## src/csr_pkg.sv

```systemverilog
// CSR address and data widths, the PMP CSR addresses
// and the privilege-mode enum shared by the MPU and its users
package csr_pkg;

    // Width of a CSR address as issued by the core's CSR file
    localparam int csr_addr_w = 12;

    // Width of CSR read and write data on an RV32 core
    localparam int csr_data_w = 32;

    // Configuration registers, four 8-bit entry fields each
    localparam logic [csr_addr_w-1:0] csr_pmpcfg0 = 12'h3a0;

    // Only present when the MPU is built with 8 entries
    localparam logic [csr_addr_w-1:0] csr_pmpcfg1 = 12'h3a1;

    // Address registers follow on consecutive addresses from here
    localparam logic [csr_addr_w-1:0] csr_pmpaddr_base = 12'h3b0;

    // Privilege level of an access or of a CSR instruction
    // Supervisor mode is not implemented, so one bit is enough
    typedef enum logic {
        priv_user    = 1'b0,
        priv_machine = 1'b1
    } priv_mode_e;

endpackage

```

## src/pmp_pkg.sv

```systemverilog
// PMP entry layout: stored address width, block address width,
// the bit positions inside an 8-bit cfg field and the address-mode enum
package pmp_pkg;

    // Number of pmpaddr bits kept per entry, CSR data bits 29 to 4
    localparam int pmp_addr_w = 26;

    // Lowest pmpaddr bit that is stored
    // The bits below it always read back as ones
    localparam int pmp_addr_lsb = 4;

    // Block address on the check ports, byte address bits 29 to 5
    localparam int blk_addr_w = 25;

    // Each pmpcfg register holds this many fields of this width
    localparam int cfg_fields = 4;
    localparam int cfg_field_w = 8;

    // Bit positions inside one cfg field
    localparam int cfg_r_bit = 0;
    localparam int cfg_w_bit = 1;
    localparam int cfg_x_bit = 2;
    localparam int cfg_a_lo = 3;
    localparam int cfg_a_hi = 4;
    localparam int cfg_l_bit = 7;

    // Address-matching mode held in the A field
    // TOR and NA4 are not supported and are stored as OFF
    typedef enum logic [1:0] {
        amode_off   = 2'b00,
        amode_napot = 2'b11
    } pmp_amode_e;

endpackage

```

## src/mpu_top.sv

```systemverilog
// MPU top level: register block serving the pmpcfg and pmpaddr CSRs
// beside the checker that kills fetch and data accesses
`timescale 1ns/10ps

module mpu_top
    import csr_pkg::*;
    import pmp_pkg::*;
#(
    parameter int pmp_regs = 8
) (
    input  logic                  core_clock_i,
    input  logic                  rst_i,

    // CSR file side
    input  logic [csr_addr_w-1:0] csr_addr_i,
    input  logic [csr_data_w-1:0] csr_wdata_i,
    input  logic                  csr_wr_en_i,
    output logic [csr_data_w-1:0] csr_rdata_o,
    output logic                  csr_exists_o,

    // Instruction fetch check
    input  logic [blk_addr_w-1:0] fetch_addr_i,
    input  priv_mode_e            fetch_mode_i,
    output logic                  fetch_kill_o,

    // Load and store check
    input  logic [blk_addr_w-1:0] data_addr_i,
    input  priv_mode_e            data_mode_i,
    input  logic                  data_write_i,
    output logic                  data_kill_o
);

    // Entry state from the register block to the checker
    logic [pmp_regs-1:0]            entry_lock;
    logic [pmp_regs-1:0]            entry_on;
    logic [pmp_regs-1:0]            entry_x;
    logic [pmp_regs-1:0]            entry_w;
    logic [pmp_regs-1:0]            entry_r;
    logic [pmp_regs*blk_addr_w-1:0] entry_mask;
    logic [pmp_regs*blk_addr_w-1:0] entry_match;

    // CSR instructions run at the privilege level of the fetch stream
    pmp_csr_regs #(
        .pmp_regs (pmp_regs)
    ) u_csr_regs (
        .core_clock_i  (core_clock_i),
        .rst_i         (rst_i),
        .csr_addr_i    (csr_addr_i),
        .csr_wdata_i   (csr_wdata_i),
        .csr_wr_en_i   (csr_wr_en_i),
        .mode_i        (fetch_mode_i),
        .csr_rdata_o   (csr_rdata_o),
        .csr_exists_o  (csr_exists_o),
        .entry_lock_o  (entry_lock),
        .entry_on_o    (entry_on),
        .entry_x_o     (entry_x),
        .entry_w_o     (entry_w),
        .entry_r_o     (entry_r),
        .entry_mask_o  (entry_mask),
        .entry_match_o (entry_match)
    );

    pmp_checker #(
        .pmp_regs (pmp_regs)
    ) u_checker (
        .entry_lock_i  (entry_lock),
        .entry_on_i    (entry_on),
        .entry_x_i     (entry_x),
        .entry_w_i     (entry_w),
        .entry_r_i     (entry_r),
        .entry_mask_i  (entry_mask),
        .entry_match_i (entry_match),
        .fetch_addr_i  (fetch_addr_i),
        .fetch_mode_i  (fetch_mode_i),
        .fetch_kill_o  (fetch_kill_o),
        .data_addr_i   (data_addr_i),
        .data_mode_i   (data_mode_i),
        .data_write_i  (data_write_i),
        .data_kill_o   (data_kill_o)
    );

endmodule

```

## src/pmp_checker.sv

```systemverilog
// PMP checker: per-entry region compare for the fetch and data ports,
// lowest-entry priority pick and the kill decision for each port
`timescale 1ns/10ps

module pmp_checker
    import csr_pkg::*;
    import pmp_pkg::*;
#(
    parameter int pmp_regs = 8
) (
    input  logic [pmp_regs-1:0]            entry_lock_i,
    input  logic [pmp_regs-1:0]            entry_on_i,
    input  logic [pmp_regs-1:0]            entry_x_i,
    input  logic [pmp_regs-1:0]            entry_w_i,
    input  logic [pmp_regs-1:0]            entry_r_i,
    input  logic [pmp_regs*blk_addr_w-1:0] entry_mask_i,
    input  logic [pmp_regs*blk_addr_w-1:0] entry_match_i,
    input  logic [blk_addr_w-1:0]          fetch_addr_i,
    input  priv_mode_e                     fetch_mode_i,
    output logic                           fetch_kill_o,
    input  logic [blk_addr_w-1:0]          data_addr_i,
    input  priv_mode_e                     data_mode_i,
    input  logic                           data_write_i,
    output logic                           data_kill_o
);

    logic [blk_addr_w-1:0] mask_e [pmp_regs];
    logic [blk_addr_w-1:0] match_e [pmp_regs];
    logic [pmp_regs-1:0]   fetch_hit;
    logic [pmp_regs-1:0]   data_hit;
    logic [pmp_regs-1:0]   fetch_win;
    logic [pmp_regs-1:0]   data_win;
    logic [pmp_regs-1:0]   data_perm;

    // Keep only the lowest set bit, which is the highest-priority entry
    function automatic logic [pmp_regs-1:0] lowest_set(input logic [pmp_regs-1:0] v);
        return v & (~v + 1'b1);
    endfunction

    // Kill decision for one access given the one-hot winning entry
    function automatic logic access_kill(
        input priv_mode_e          mode,
        input logic [pmp_regs-1:0] winner,
        input logic [pmp_regs-1:0] perm,
        input logic [pmp_regs-1:0] lock
    );
        logic allowed;
        logic locked;
        // Both are zero when no entry matched at all
        allowed = |(winner & perm);
        locked = |(winner & lock);
        if (mode == priv_machine) begin
            // Machine mode is only held back by a locked entry
            return locked && !allowed;
        end
        // User mode needs a matching entry that grants the permission
        return !allowed;
    endfunction

    // Both ports compare against every enabled region in parallel
    always_comb begin
        for (int i = 0; i < pmp_regs; i++) begin
            mask_e[i] = entry_mask_i[i*blk_addr_w +: blk_addr_w];
            match_e[i] = entry_match_i[i*blk_addr_w +: blk_addr_w];
            fetch_hit[i] = entry_on_i[i] && ((fetch_addr_i & mask_e[i]) == match_e[i]);
            data_hit[i] = entry_on_i[i] && ((data_addr_i & mask_e[i]) == match_e[i]);
        end
    end

    assign fetch_win = lowest_set(fetch_hit);
    assign data_win = lowest_set(data_hit);

    // Stores test w and loads test r, fetches always test x
    assign data_perm = data_write_i ? entry_w_i : entry_r_i;

    assign fetch_kill_o = access_kill(fetch_mode_i, fetch_win, entry_x_i, entry_lock_i);
    assign data_kill_o = access_kill(data_mode_i, data_win, data_perm, entry_lock_i);

endmodule

```

## src/pmp_csr_regs.sv

```systemverilog
// PMP register block: per-entry lock, mode, permission and address registers,
// CSR write with lock and privilege checks, readback and existence decode,
// and the decoded region masks handed to the checker
`timescale 1ns/10ps

module pmp_csr_regs
    import csr_pkg::*;
    import pmp_pkg::*;
#(
    parameter int pmp_regs = 8
) (
    input  logic                           core_clock_i,
    input  logic                           rst_i,
    input  logic [csr_addr_w-1:0]          csr_addr_i,
    input  logic [csr_data_w-1:0]          csr_wdata_i,
    input  logic                           csr_wr_en_i,
    input  priv_mode_e                     mode_i,
    output logic [csr_data_w-1:0]          csr_rdata_o,
    output logic                           csr_exists_o,
    output logic [pmp_regs-1:0]            entry_lock_o,
    output logic [pmp_regs-1:0]            entry_on_o,
    output logic [pmp_regs-1:0]            entry_x_o,
    output logic [pmp_regs-1:0]            entry_w_o,
    output logic [pmp_regs-1:0]            entry_r_o,
    output logic [pmp_regs*blk_addr_w-1:0] entry_mask_o,
    output logic [pmp_regs*blk_addr_w-1:0] entry_match_o
);

    // Number of implemented pmpcfg registers, 1 or 2
    localparam int cfg_regs = pmp_regs / cfg_fields;
    // Zero bits above the stored address on readback
    localparam int addr_pad_w = csr_data_w - pmp_addr_w - pmp_addr_lsb;

    // Control state of every entry
    logic [pmp_regs-1:0] lock_q;
    logic [pmp_regs-1:0] on_q;
    logic [pmp_regs-1:0] x_q;
    logic [pmp_regs-1:0] w_q;
    logic [pmp_regs-1:0] r_q;

    // Stored address and its decoded region, only valid while the entry is on
    logic [pmp_addr_w-1:0] addr_q [pmp_regs];
    logic [blk_addr_w-1:0] mask_q [pmp_regs];
    logic [blk_addr_w-1:0] match_q [pmp_regs];

    logic                   machine_mode;
    logic                   wr_ok;
    logic                   cfg_upper;
    logic                   cfg_hit;
    logic                   addr_hit;
    logic [csr_addr_w-1:0]  addr_off;
    logic [blk_addr_w-1:0]  wr_mask;
    logic [blk_addr_w-1:0]  wr_match;
    logic [cfg_field_w-1:0] wr_field [pmp_regs];
    logic [pmp_regs-1:0]    cfg_wr_en;
    logic [pmp_regs-1:0]    addr_wr_en;
    logic [csr_data_w-1:0]  cfg_word;
    logic [csr_data_w-1:0]  addr_word;

    assign machine_mode = (mode_i == priv_machine);
    // CSR writes only land from machine mode
    assign wr_ok = csr_wr_en_i && machine_mode;

    // pmpcfg1 only exists in the 8-entry build
    assign cfg_upper = (cfg_regs > 1) && (csr_addr_i == csr_pmpcfg1);
    assign cfg_hit = (csr_addr_i == csr_pmpcfg0) || cfg_upper;

    // Addresses below the base wrap to large offsets and miss
    assign addr_off = csr_addr_i - csr_pmpaddr_base;
    assign addr_hit = (addr_off < pmp_regs);

    // The region is decoded once, from the write data, and stored with the address
    pmp_napot_decode u_napot_decode (
        .addr_i  (csr_wdata_i[pmp_addr_lsb +: pmp_addr_w]),
        .mask_o  (wr_mask),
        .match_o (wr_match)
    );

    // Per-entry write enables, a locked entry ignores both kinds of write
    always_comb begin
        for (int i = 0; i < pmp_regs; i++) begin
            wr_field[i] = csr_wdata_i[(i % cfg_fields) * cfg_field_w +: cfg_field_w];
            cfg_wr_en[i] = wr_ok && cfg_hit && !lock_q[i]
                           && ((i / cfg_fields) == int'(cfg_upper));
            addr_wr_en[i] = wr_ok && addr_hit && !lock_q[i] && (addr_off == i);
        end
    end

    always_ff @(posedge core_clock_i) begin
        if (rst_i) begin
            lock_q <= '0;
            on_q <= '0;
            x_q <= '0;
            w_q <= '0;
            r_q <= '0;
        end else begin
            for (int i = 0; i < pmp_regs; i++) begin
                if (cfg_wr_en[i]) begin
                    lock_q[i] <= wr_field[i][cfg_l_bit];
                    // TOR and NA4 fall back to OFF
                    on_q[i] <= (wr_field[i][cfg_a_hi:cfg_a_lo] == amode_napot);
                    x_q[i] <= wr_field[i][cfg_x_bit];
                    w_q[i] <= wr_field[i][cfg_w_bit];
                    r_q[i] <= wr_field[i][cfg_r_bit];
                end
            end
        end
    end

    always_ff @(posedge core_clock_i) begin
        for (int i = 0; i < pmp_regs; i++) begin
            if (addr_wr_en[i]) begin
                addr_q[i] <= csr_wdata_i[pmp_addr_lsb +: pmp_addr_w];
                mask_q[i] <= wr_mask;
                match_q[i] <= wr_match;
            end
        end
    end

    // Readback of the selected pmpcfg register, four fields side by side
    always_comb begin
        int e;
        cfg_word = '0;
        for (int f = 0; f < cfg_fields; f++) begin
            e = cfg_upper ? cfg_fields + f : f;
            cfg_word[f*cfg_field_w + cfg_r_bit] = r_q[e];
            cfg_word[f*cfg_field_w + cfg_w_bit] = w_q[e];
            cfg_word[f*cfg_field_w + cfg_x_bit] = x_q[e];
            // A reads back as OFF or NAPOT only
            cfg_word[f*cfg_field_w + cfg_a_lo +: 2] = on_q[e] ? amode_napot : amode_off;
            cfg_word[f*cfg_field_w + cfg_l_bit] = lock_q[e];
        end
    end

    // pmpaddr readback with the top bits zero and the low bits forced to ones
    always_comb begin
        addr_word = '0;
        for (int i = 0; i < pmp_regs; i++) begin
            if (addr_off == i) begin
                addr_word = {{addr_pad_w{1'b0}}, addr_q[i], {pmp_addr_lsb{1'b1}}};
            end
        end
    end

    assign csr_rdata_o = cfg_hit ? cfg_word : (addr_hit ? addr_word : '0);
    // The registers are machine-mode only, so a user-mode access sees nothing
    assign csr_exists_o = (cfg_hit || addr_hit) && machine_mode;

    assign entry_lock_o = lock_q;
    assign entry_on_o = on_q;
    assign entry_x_o = x_q;
    assign entry_w_o = w_q;
    assign entry_r_o = r_q;

    // Flatten the regions for the checker, entry 0 in the low bits
    always_comb begin
        for (int i = 0; i < pmp_regs; i++) begin
            entry_mask_o[i*blk_addr_w +: blk_addr_w] = mask_q[i];
            entry_match_o[i*blk_addr_w +: blk_addr_w] = match_q[i];
        end
    end

endmodule

```

## src/pmp_napot_decode.sv

```systemverilog
// NAPOT decoder turning a written pmpaddr value into the
// block-address compare mask and match pattern of its region
`timescale 1ns/10ps

module pmp_napot_decode
    import pmp_pkg::*;
(
    input  logic [pmp_addr_w-1:0] addr_i,
    output logic [blk_addr_w-1:0] mask_o,
    output logic [blk_addr_w-1:0] match_o
);

    // Full pmpaddr width with the forced low ones put back in
    localparam int full_w = pmp_addr_w + pmp_addr_lsb;
    // pmpaddr counts 4-byte words, so block bit 0 sits at pmpaddr bit 3
    localparam int blk_lsb = 3;
    localparam int blk_msb = blk_lsb + blk_addr_w - 1;

    logic [full_w-1:0] value;
    logic [full_w-1:0] mask_full;
    logic [full_w-1:0] base_full;
    logic              ones_run;
    logic              beyond;

    always_comb begin
        value = {addr_i, {pmp_addr_lsb{1'b1}}};
        // A bit is compared only once the trailing-ones run has ended below it
        ones_run = 1'b1;
        for (int j = 0; j < full_w; j++) begin
            mask_full[j] = !ones_run;
            ones_run = ones_run & value[j];
        end
        // Clearing the run and the first zero above it leaves the region base
        base_full = value & mask_full;
    end

    // A base at or above 1 GiB can never be reached by a block address
    assign beyond = |base_full[full_w-1:blk_msb+1];

    assign mask_o = mask_full[blk_msb:blk_lsb];
    // Block bit 0 is never compared, so a one there makes the entry unmatchable
    assign match_o = base_full[blk_msb:blk_lsb] | {{(blk_addr_w-1){1'b0}}, beyond};

endmodule

```

## config.mk

```make
export PLATFORM = sky130hd
export DESIGN_NAME = mpu_top
export DESIGN_NICKNAME = d
export VERILOG_FILES = /design/src/csr_pkg.sv /design/src/pmp_pkg.sv /design/src/mpu_top.sv /design/src/pmp_checker.sv /design/src/pmp_csr_regs.sv /design/src/pmp_napot_decode.sv
export SDC_FILE = /design/constraint.sdc
export NUM_CORES = 1
export LEC_CHECK = 0
export BUFFER_PORTS_ARGS = -buffer_cell sky130_fd_sc_hd__buf_2
export CAP_MARGIN = 0
export CORE_AREA = 2 2 273 221
export CTS_CLUSTER_DIAMETER = 200
export DETAILED_ROUTE_END_ITERATION = 7
export DIE_AREA = 0 0 275 223
export GPL_TIMING_DRIVEN = 1
export PLACE_DENSITY_LB_ADDON = 0.12
export RECOVER_POWER = 25
export SYNTH_ARGS = -nofsm -noshare
export SYNTH_HDL_FRONTEND = slang
export SYNTH_SLANG_ARGS = --single-unit
```

## constraint.sdc

```tcl
create_clock -name core_clock_i -period 12.75 [get_ports core_clock_i]
set_clock_uncertainty 0.1 [all_clocks]
set_input_delay 2.55 -clock core_clock_i [delete_from_list [all_inputs] [get_ports core_clock_i]]
set_output_delay 2.55 -clock core_clock_i [all_outputs]
set_load 0.1 [all_outputs]
```

==> flow_summary.yaml, run 1 <==
status:
  status: "completed"
synth:
  syn_avg_cell_area_sq_um: 13.04
  synthFlopType: "edfxtp_1"
  ys_seq_area_share_pct: 64.49
  synth_nets: 2280
  synth_common_cells: "edfxtp_1, a21oi_1, nand2_1"
  yosysTopAreaCell: "edfxtp_1"
  synth.most_common_cell: "edfxtp_1"
  ys_ff_latch: 624
  netlist.area_leader.share_pct: 61.68
  netlist_top_cells_area: "edfxtp_1, a21oi_1, and3_1, xor2_1, dfxtp_1"
  synth_edf_count: 584
  syn-cell-area_sq_um: 28430
  synthArstFlopShare_pct: 0
  yosysWarnings: 0
  syn_inst: 2180
  synth.distinct_cells: 63
sta:
  period_needed_ns: 9.300
  drv_slew: 0
  rsz0062_at_grt: "false"
  final-setup-viol-count: 0
  hold_viol: 0
  max_freq_ghz: 0.1075
  max_slew.worst_pin.slew_ns: 1.388
  relSlewSlack_pct: 7.269
  finalSetupTns_ns: 0
  timing.final.crit_share_pct: 72.94
layout:
  syn2layout_area_growth_pct: 12.76
  nets: 2421
  layout-drive-gt1-share_pct: 11.67
flow_run:
  drv_cap: 0
setup_path:
  crit_buf_inv: 2
  slowest_stage: "nor4_1"
  crit_family: "compound AO/OA/AOI/OAI gates"
  cp-startpoint: "data_addr_i[8]"
  end_kind: "primary output"
  crit_arrival_ns: 6.65
  cpPeakStageDelay_ns: 1.02
  reg2reg_slack_ns: 9.87
  r2r_cells: 2
  r2r-end: "u_csr_regs.mask_q[1][77]"
  path_cells: "buf_2 > nand3_1 > a211oi_1 > nand4_1 > nor4_1 > a21oi_1 > a2111oi_0 > nor3_1 > a211oi_1 > buf_2"
  cp.depth: 10
  path_max_fanout: 15
  critical_path.endpoint: "data_kill_o"
  critPathLaunchType: "input port"
  r2r_start: "u_csr_regs.entry_lock_o[7]"
  required_ns: 10.10
  critPathKind: "in2out"
floorplanning:
  die_area_sq_um: 61330
  die_w_um: 275
  die_h_um: 223
  fp-row-count: 80
  core_sq_um: 58860
  start_util_pct: 48.31
  ios: 135
cts:
  clockRootBuffer: "clkbuf_16"
  clkSlewWorstSetupHoldPaths_ns: 0.06
  cts-resized-gates: 0
  ctsHoldBuffers: 0
  clk_latency_ns: 0.60
  post_cts_buffers: 0
  htree_levels: 3
  cts_tree: "yes"
  clock_sinks: 624
  cts_buffers: 67
  clk_path_buf_depth: 3
global_route:
  met2_usage_pct: 46.19
  grt-ovfl-total: 0
  grt_use_met3_pct: 9.913
  grt_use_met1_pct: 51.87
  grt_pass1_vias: 18210
  groute.usage.overall_pct: 33.59
  antenna_found_initial: 9
  grt.busiest_layer: "met1"
  grt_pass1_wl_um: 141200
  grt_max_degree: 55
power_and_ir_drop:
  p_seq_share_pct: 51.3
  p_sw_share_pct: 21.56
  p_per_area_nw_per_um2: 135.5
  peakVddDrop_mv: 0.1055
  power.switching_w: 0.0009370
  clockPowerShare_pct: 45.0
  internal_power_w: 0.003408
  leakagePower_nw: 11.69
  total_power_w: 0.004345
  pwr-share-comb_pct: 3.7
drt:
  wl_um: 104000
  ant_nets: 0
  dr.pass1.iters: 7
  vias_per_cell: 6.613
  post-route-drc-count: 0
  wire_per_inst_um: 33.01
  vias: 20830
  drtIter0Drc: 3066
placed_design:
  port_buffers: 128
  hpwlAfterDp_um: 73010
  place.gp.congestion: 0.9933
hold_path:
  hold_class: "reg2reg"
[worst min-delay path, stage by stage, from the launching register on]
cell and delay [ns]:
dfxtp_1 0.32, nand2_1 0.06, a21oi_1 0.05
[power groups by stage]
stage | combinational (W) | clock (W) | sequential [W]
after global routing | 0.000165 | 0.00204 | 0.00223
after CTS | 0.000159 | 0.00197 | 0.00223
after detailed placement | 0.000159 | 0 | 0.00227
after global placement | 0.000156 | 0 | 0.00227
after floorplan | 0.0000677 | 0 | 0.00227
final | 0.000163 | 0.00195 | 0.00223
[cell families after synthesis]
group	count (synthesis)	share of synthesized area, %
AO/OA/AOI/OAI	552	12.61
XOR/XNOR	102	3.142
buffers and inverters	109	1.584
flip-flops	624	64.49
multiplexers	89	4.405
other	1	0.01319
AND/OR/NAND/NOR	703	13.75
[how the worst min path moves through the flow]
| stage | from | endpoint | slack [ns] | depth (start not counted) |
|---|---|---|---|---|
| finish | u_csr_regs.entry_on_o[5] | u_csr_regs.entry_on_o[5] | 0.38 | 2 |
| global route | u_csr_regs.entry_w_o[5] | u_csr_regs.entry_w_o[5] | 0.40 | 2 |
| CTS | u_csr_regs.entry_on_o[5] | u_csr_regs.entry_on_o[5] | 0.38 | 2 |
| detailed placement | u_csr_regs.entry_on_o[5] | u_csr_regs.entry_on_o[5] | 0.37 | 2 |
| global placement | u_csr_regs.entry_on_o[5] | u_csr_regs.entry_on_o[5] | 0.36 | 2 |
| floorplan | u_csr_regs.entry_on_o[5] | u_csr_regs.entry_on_o[5] | 0.34 | 2 |
[metal layers]
metal | routed length [um] | up-vias
met5 | 26 | -
met4 | 2545 | 4
met3 | 14800 | 149
met2 | 42920 | 1343
met1 | 43680 | 10480
li1 | - | 8858
[stage by stage]
step / hold slack, ns / cells / util (%) / worst slack, ns / instance area (sq um)
final: 0.3763 / 3150 / 54.47 / 3.450 / 32060
after global routing: 0.3986 / 3145 / 54.45 / 3.428 / 32050
after CTS: 0.3769 / 3145 / 54.52 / 3.590 / 32090
after detailed placement: 0.3667 / 3031 / 50.89 / 3.705 / 29950
after global placement: 0.3583 / 3031 / 50.89 / 3.698 / 29950
after floorplan: 0.3400 / 2180 / - / 0.6326 / 28430
[registers in the layout (all words and copies together), names as in the netlist]
name,flops
u_csr_regs.entry_on_o,8
u_csr_regs.entry_x_o,8
u_csr_regs.entry_lock_o,8
u_csr_regs.addr_q,208
u_csr_regs.mask_q,184
u_csr_regs.entry_r_o,8
u_csr_regs.match_q,192
u_csr_regs.entry_w_o,8
[layout make-up]
class                      instances  area (sq um)
timing repair buffer             157         822.0
inverter                          24         90.09
clock buffer                      80          1768
antenna                            5         12.51
sequential                       624         18340
multi-input combinational       1447          9688
fill                            4935         26800
clock inverter                    34         367.9
tap                              779         974.7
[layout by cell type, fill, tap and decap left out, types with 61 or more instances in the layout]
master / instances
a21oi_1: 203
clkbuf_16: 69
edfxtp_1: 584
nand2_1: 156
a21boi_0: 61
and3b_1: 64
nand3_1: 82
xor2_1: 101
nor2_1: 78
and3_1: 151
buf_2: 102
Note: power is estimated with default switching activity, not from simulation.
==> run 2, diff against run 1 <==
--- a/config.mk
+++ b/config.mk
@@ -5,12 +5,13 @@
 export SDC_FILE = /design/constraint.sdc
 export NUM_CORES = 1
 export LEC_CHECK = 0
+export ABC_AREA = 1
 export BUFFER_PORTS_ARGS = -buffer_cell sky130_fd_sc_hd__buf_2
 export CAP_MARGIN = 0
-export CORE_AREA = 2 2 273 221
+export CORE_AREA = 2 2 282 229
 export CTS_CLUSTER_DIAMETER = 200
 export DETAILED_ROUTE_END_ITERATION = 7
-export DIE_AREA = 0 0 275 223
+export DIE_AREA = 0 0 284 231
 export GPL_TIMING_DRIVEN = 1
 export PLACE_DENSITY_LB_ADDON = 0.12
 export RECOVER_POWER = 25
==> constraint.sdc (replaced) <==
create_clock -name core_clock_i -period 8.8 [get_ports core_clock_i]
set_clock_uncertainty 0.1 [all_clocks]
set_input_delay 1.76 -clock core_clock_i [delete_from_list [all_inputs] [get_ports core_clock_i]]
set_output_delay 1.76 -clock core_clock_i [all_outputs]
set_load 0.1 [all_outputs]
==> flow_summary.yaml, run 2 <==
drt:
  dr.pass1.iters: 5
  drtIter0Drc: 4880
  vias_per_cell: 6.111
  post-route-drc-count: 0
  vias: 26210
  ant_nets: 0
  wire_per_inst_um: 31.33
  wl_um: 134400
setup_path:
  end_kind: "flip-flop"
  reg2reg_slack_ns: 6.70
  crit_arrival_ns: 8.31
  path_max_fanout: 13
  critPathKind: "in2reg"
  r2r_start: "u_csr_regs.entry_lock_o[7]"
  required_ns: 8.78
  critPathLaunchType: "input port"
  r2r_cells: 2
  r2r-end: "u_csr_regs.match_q[1][84]"
global_route:
  grt_pass1_vias: 23420
  antenna_found_initial: 16
  grt_pass1_wl_um: 181300
  groute.usage.overall_pct: 40.57
  grt-ovfl-total: 0
  grt_max_degree: 74
power_and_ir_drop:
  p_sw_share_pct: 22.93
  p_per_area_nw_per_um2: 185.0
  internal_power_w: 0.004883
  pwr-share-comb_pct: 4.2
  power.switching_w: 0.001453
  clockPowerShare_pct: 44.8
  peakVddDrop_mv: 0.1920
  leakagePower_nw: 13.23
  p_seq_share_pct: 51.0
flow_run:
  drv_cap: 0
synth:
  synthArstFlopShare_pct: 0
  yosysWarnings: 0
  netlist.area_leader.share_pct: 57.48
  synth_common_cells: "nand2_1, edfxtp_1, nor2_1"
  ys_seq_area_share_pct: 60.11
  syn-cell-area_sq_um: 30510
  syn_avg_cell_area_sq_um: 9.466
  synth.most_common_cell: "nand2_1"
  synth_edf_count: 584
  synth_nets: 3323
  synthFlopType: "edfxtp_1"
  yosysTopAreaCell: "edfxtp_1"
  netlist_top_cells_area: "edfxtp_1, nand2_1, nor2_1, inv_1, nand3_1"
  syn_inst: 3223
  synth.distinct_cells: 51
  ys_ff_latch: 624
layout:
  reg_top3: "u_csr_regs.addr_q (208), u_csr_regs.match_q (192), u_csr_regs.mask_q (184)"
  layout-drive-gt1-share_pct: 9.181
  ff_latch_area_sq_um: 18340
  mostFrequentLayoutCell: "nand2_1"
  regMostFlops: "u_csr_regs.addr_q"
  nets: 3478
  layout_common_cells: "nand2_1, edfxtp_1, nor2_1, inv_1, nand3_1"
  multiInputGateArea_sq_um: 10640
  syn2layout_area_growth_pct: 12.25
  largest_reg_flops: 208
  n_fill_cell: 5729
  utilization_pct: 54.23
floorplanning:
  die_h_um: 231
  ios: 135
  die_w_um: 284
  core_sq_um: 63140
  die_area_sq_um: 65600
  fp-row-count: 83
  start_util_pct: 48.32
sta:
  hold_viol: 0
  timing.final.crit_share_pct: 94.69
  finalSetupTns_ns: 0
  relSlewSlack_pct: 4.276
  drv_slew: 0
  rsz0062_at_grt: "false"
  max_freq_ghz: 0.1200
  final-setup-viol-count: 0
  period_needed_ns: 8.333
  max_slew.worst_pin.slew_ns: 1.436
cts:
  clkSlewWorstSetupHoldPaths_ns: 0.06
  clk_path_buf_depth: 3
  cts_tree: "yes"
  ctsHoldBuffers: 0
  clockRootBuffer: "clkbuf_16"
  post_cts_buffers: 0
  htree_levels: 3
  cts_buffers: 68
  clock_sinks: 624
  clk_latency_ns: 0.62
  cts-resized-gates: 0
placed_design:
  port_buffers: 128
  place.gp.congestion: 1.043
  hpwlAfterDp_um: 94660
hold_path:
  min_delay_path_depth: 2
  hold_class: "reg2reg"
  min_to: "u_csr_regs.entry_x_o[5]"
  hold_path.startpoint: "u_csr_regs.entry_x_o[5]"
status:
  status: "completed"
run 2: cell count changes after synthesis, sizes merged, moves of 60 or more:
cell and change:
nand2 +762, inv +291, nor2 +253, and3 -149
nand3 +141, o21ai +132, a21oi -110, and3b -64
a21boi -60
run 2: through the flow:
stage | hold slack (ns) | setup slack (ns) | area (sq um) | total power, W | std cells
2_1_floorplan | 0.3714 | 0.1937 | 30510 | 0.003370 | 3223
6_report | 0.3966 | 0.4671 | 34240 | 0.006336 | 4289
5_1_grt | 0.4234 | 0.7052 | 34220 | 0.006454 | 4281
3_5_place_dp | 0.3863 | 1.676 | 32190 | 0.003544 | 4158
4_1_cts | 0.3948 | 1.663 | 34350 | 0.006334 | 4281
3_3_place_gp | 0.3839 | 1.577 | 32190 | 0.003543 | 4158
run 2: kinds of logic after synthesis:
logic type	count (synthesis)	share of synthesized area, %
xor gates and xnor gates	113	3.244
AOI/OAI and AO/OA	363	6.607
buffers and inverters	389	5.028
DFF	624	60.11
muxes	3	0.1066
other	1	0.01229
and+or+nand+nor	1730	24.89
run 2: how the worst max path moves through the flow:
| stage | from | end | slack [ns] | cells after the start |
|---|---|---|---|---|
| 6_report | csr_wdata_i[4] | u_csr_regs.mask_q[0][68] | 0.47 | 15 |
| 5_1_grt | csr_wdata_i[4] | u_csr_regs.mask_q[0][68] | 0.71 | 15 |
| 4_1_cts | data_addr_i[8] | data_kill_o | 1.66 | 16 |
| 3_5_place_dp | data_addr_i[8] | data_kill_o | 1.68 | 16 |
| 3_3_place_gp | data_addr_i[8] | data_kill_o | 1.58 | 16 |
| 2_1_floorplan | csr_addr_i[9] | u_csr_regs.addr_q[1][100] | 0.19 | 12 |
run 2: per-layer routing:
| metal | vias to the layer above | part of all wire, % | wire (um) | GRT usage (%) |
|---|---|---|---|---|
| met2 | 1964 | 39 | 52660 | 54.74 |
| met1 | 12640 | 41 | 54480 | 59.37 |
| met5 | - | 0.022 | 30 | 0 |
| met4 | 2 | 4.1 | 5499 | 15.07 |
| met3 | 290 | 16 | 21710 | 14.69 |
| li1 | 11310 | - | - | - |
run 2: area by class of cell:
class,instances,area share (%)
repair buffers,162,2.474
well taps,850,3.106
flip-flops and latches,624,53.55
clock buffers,89,5.353
multi-input cells,2210,31.08
diodes,8,0.05846
clock inverters,34,0.9573
inverters,312,3.420
run 2: critical path, stage by stage:
cell and delay (ns):
clkbuf_1 0.63, nand2_1 0.86, nor2_1 0.59, nand4_4 0.49, nor2_1 0.56, nand4_4 0.54
nor2_4 0.29, nand4_4 0.09, buf_4 0.29, nor2_4 0.20, nand4_4 0.38, nor2_4 0.28
nand2_2 0.41, inv_1 0.23, nand2_1 0.67
run 2: power by group through the flow:
stage	clock [W]	combinational, W	sequential, W
after floorplan	0	0.0000783	0.00329
after global placement	0	0.000251	0.00329
after detailed placement	0	0.000253	0.00329
after CTS	0.00285	0.000254	0.00323
after global routing	0.00297	0.000259	0.00323
final	0.00284	0.000266	0.00323
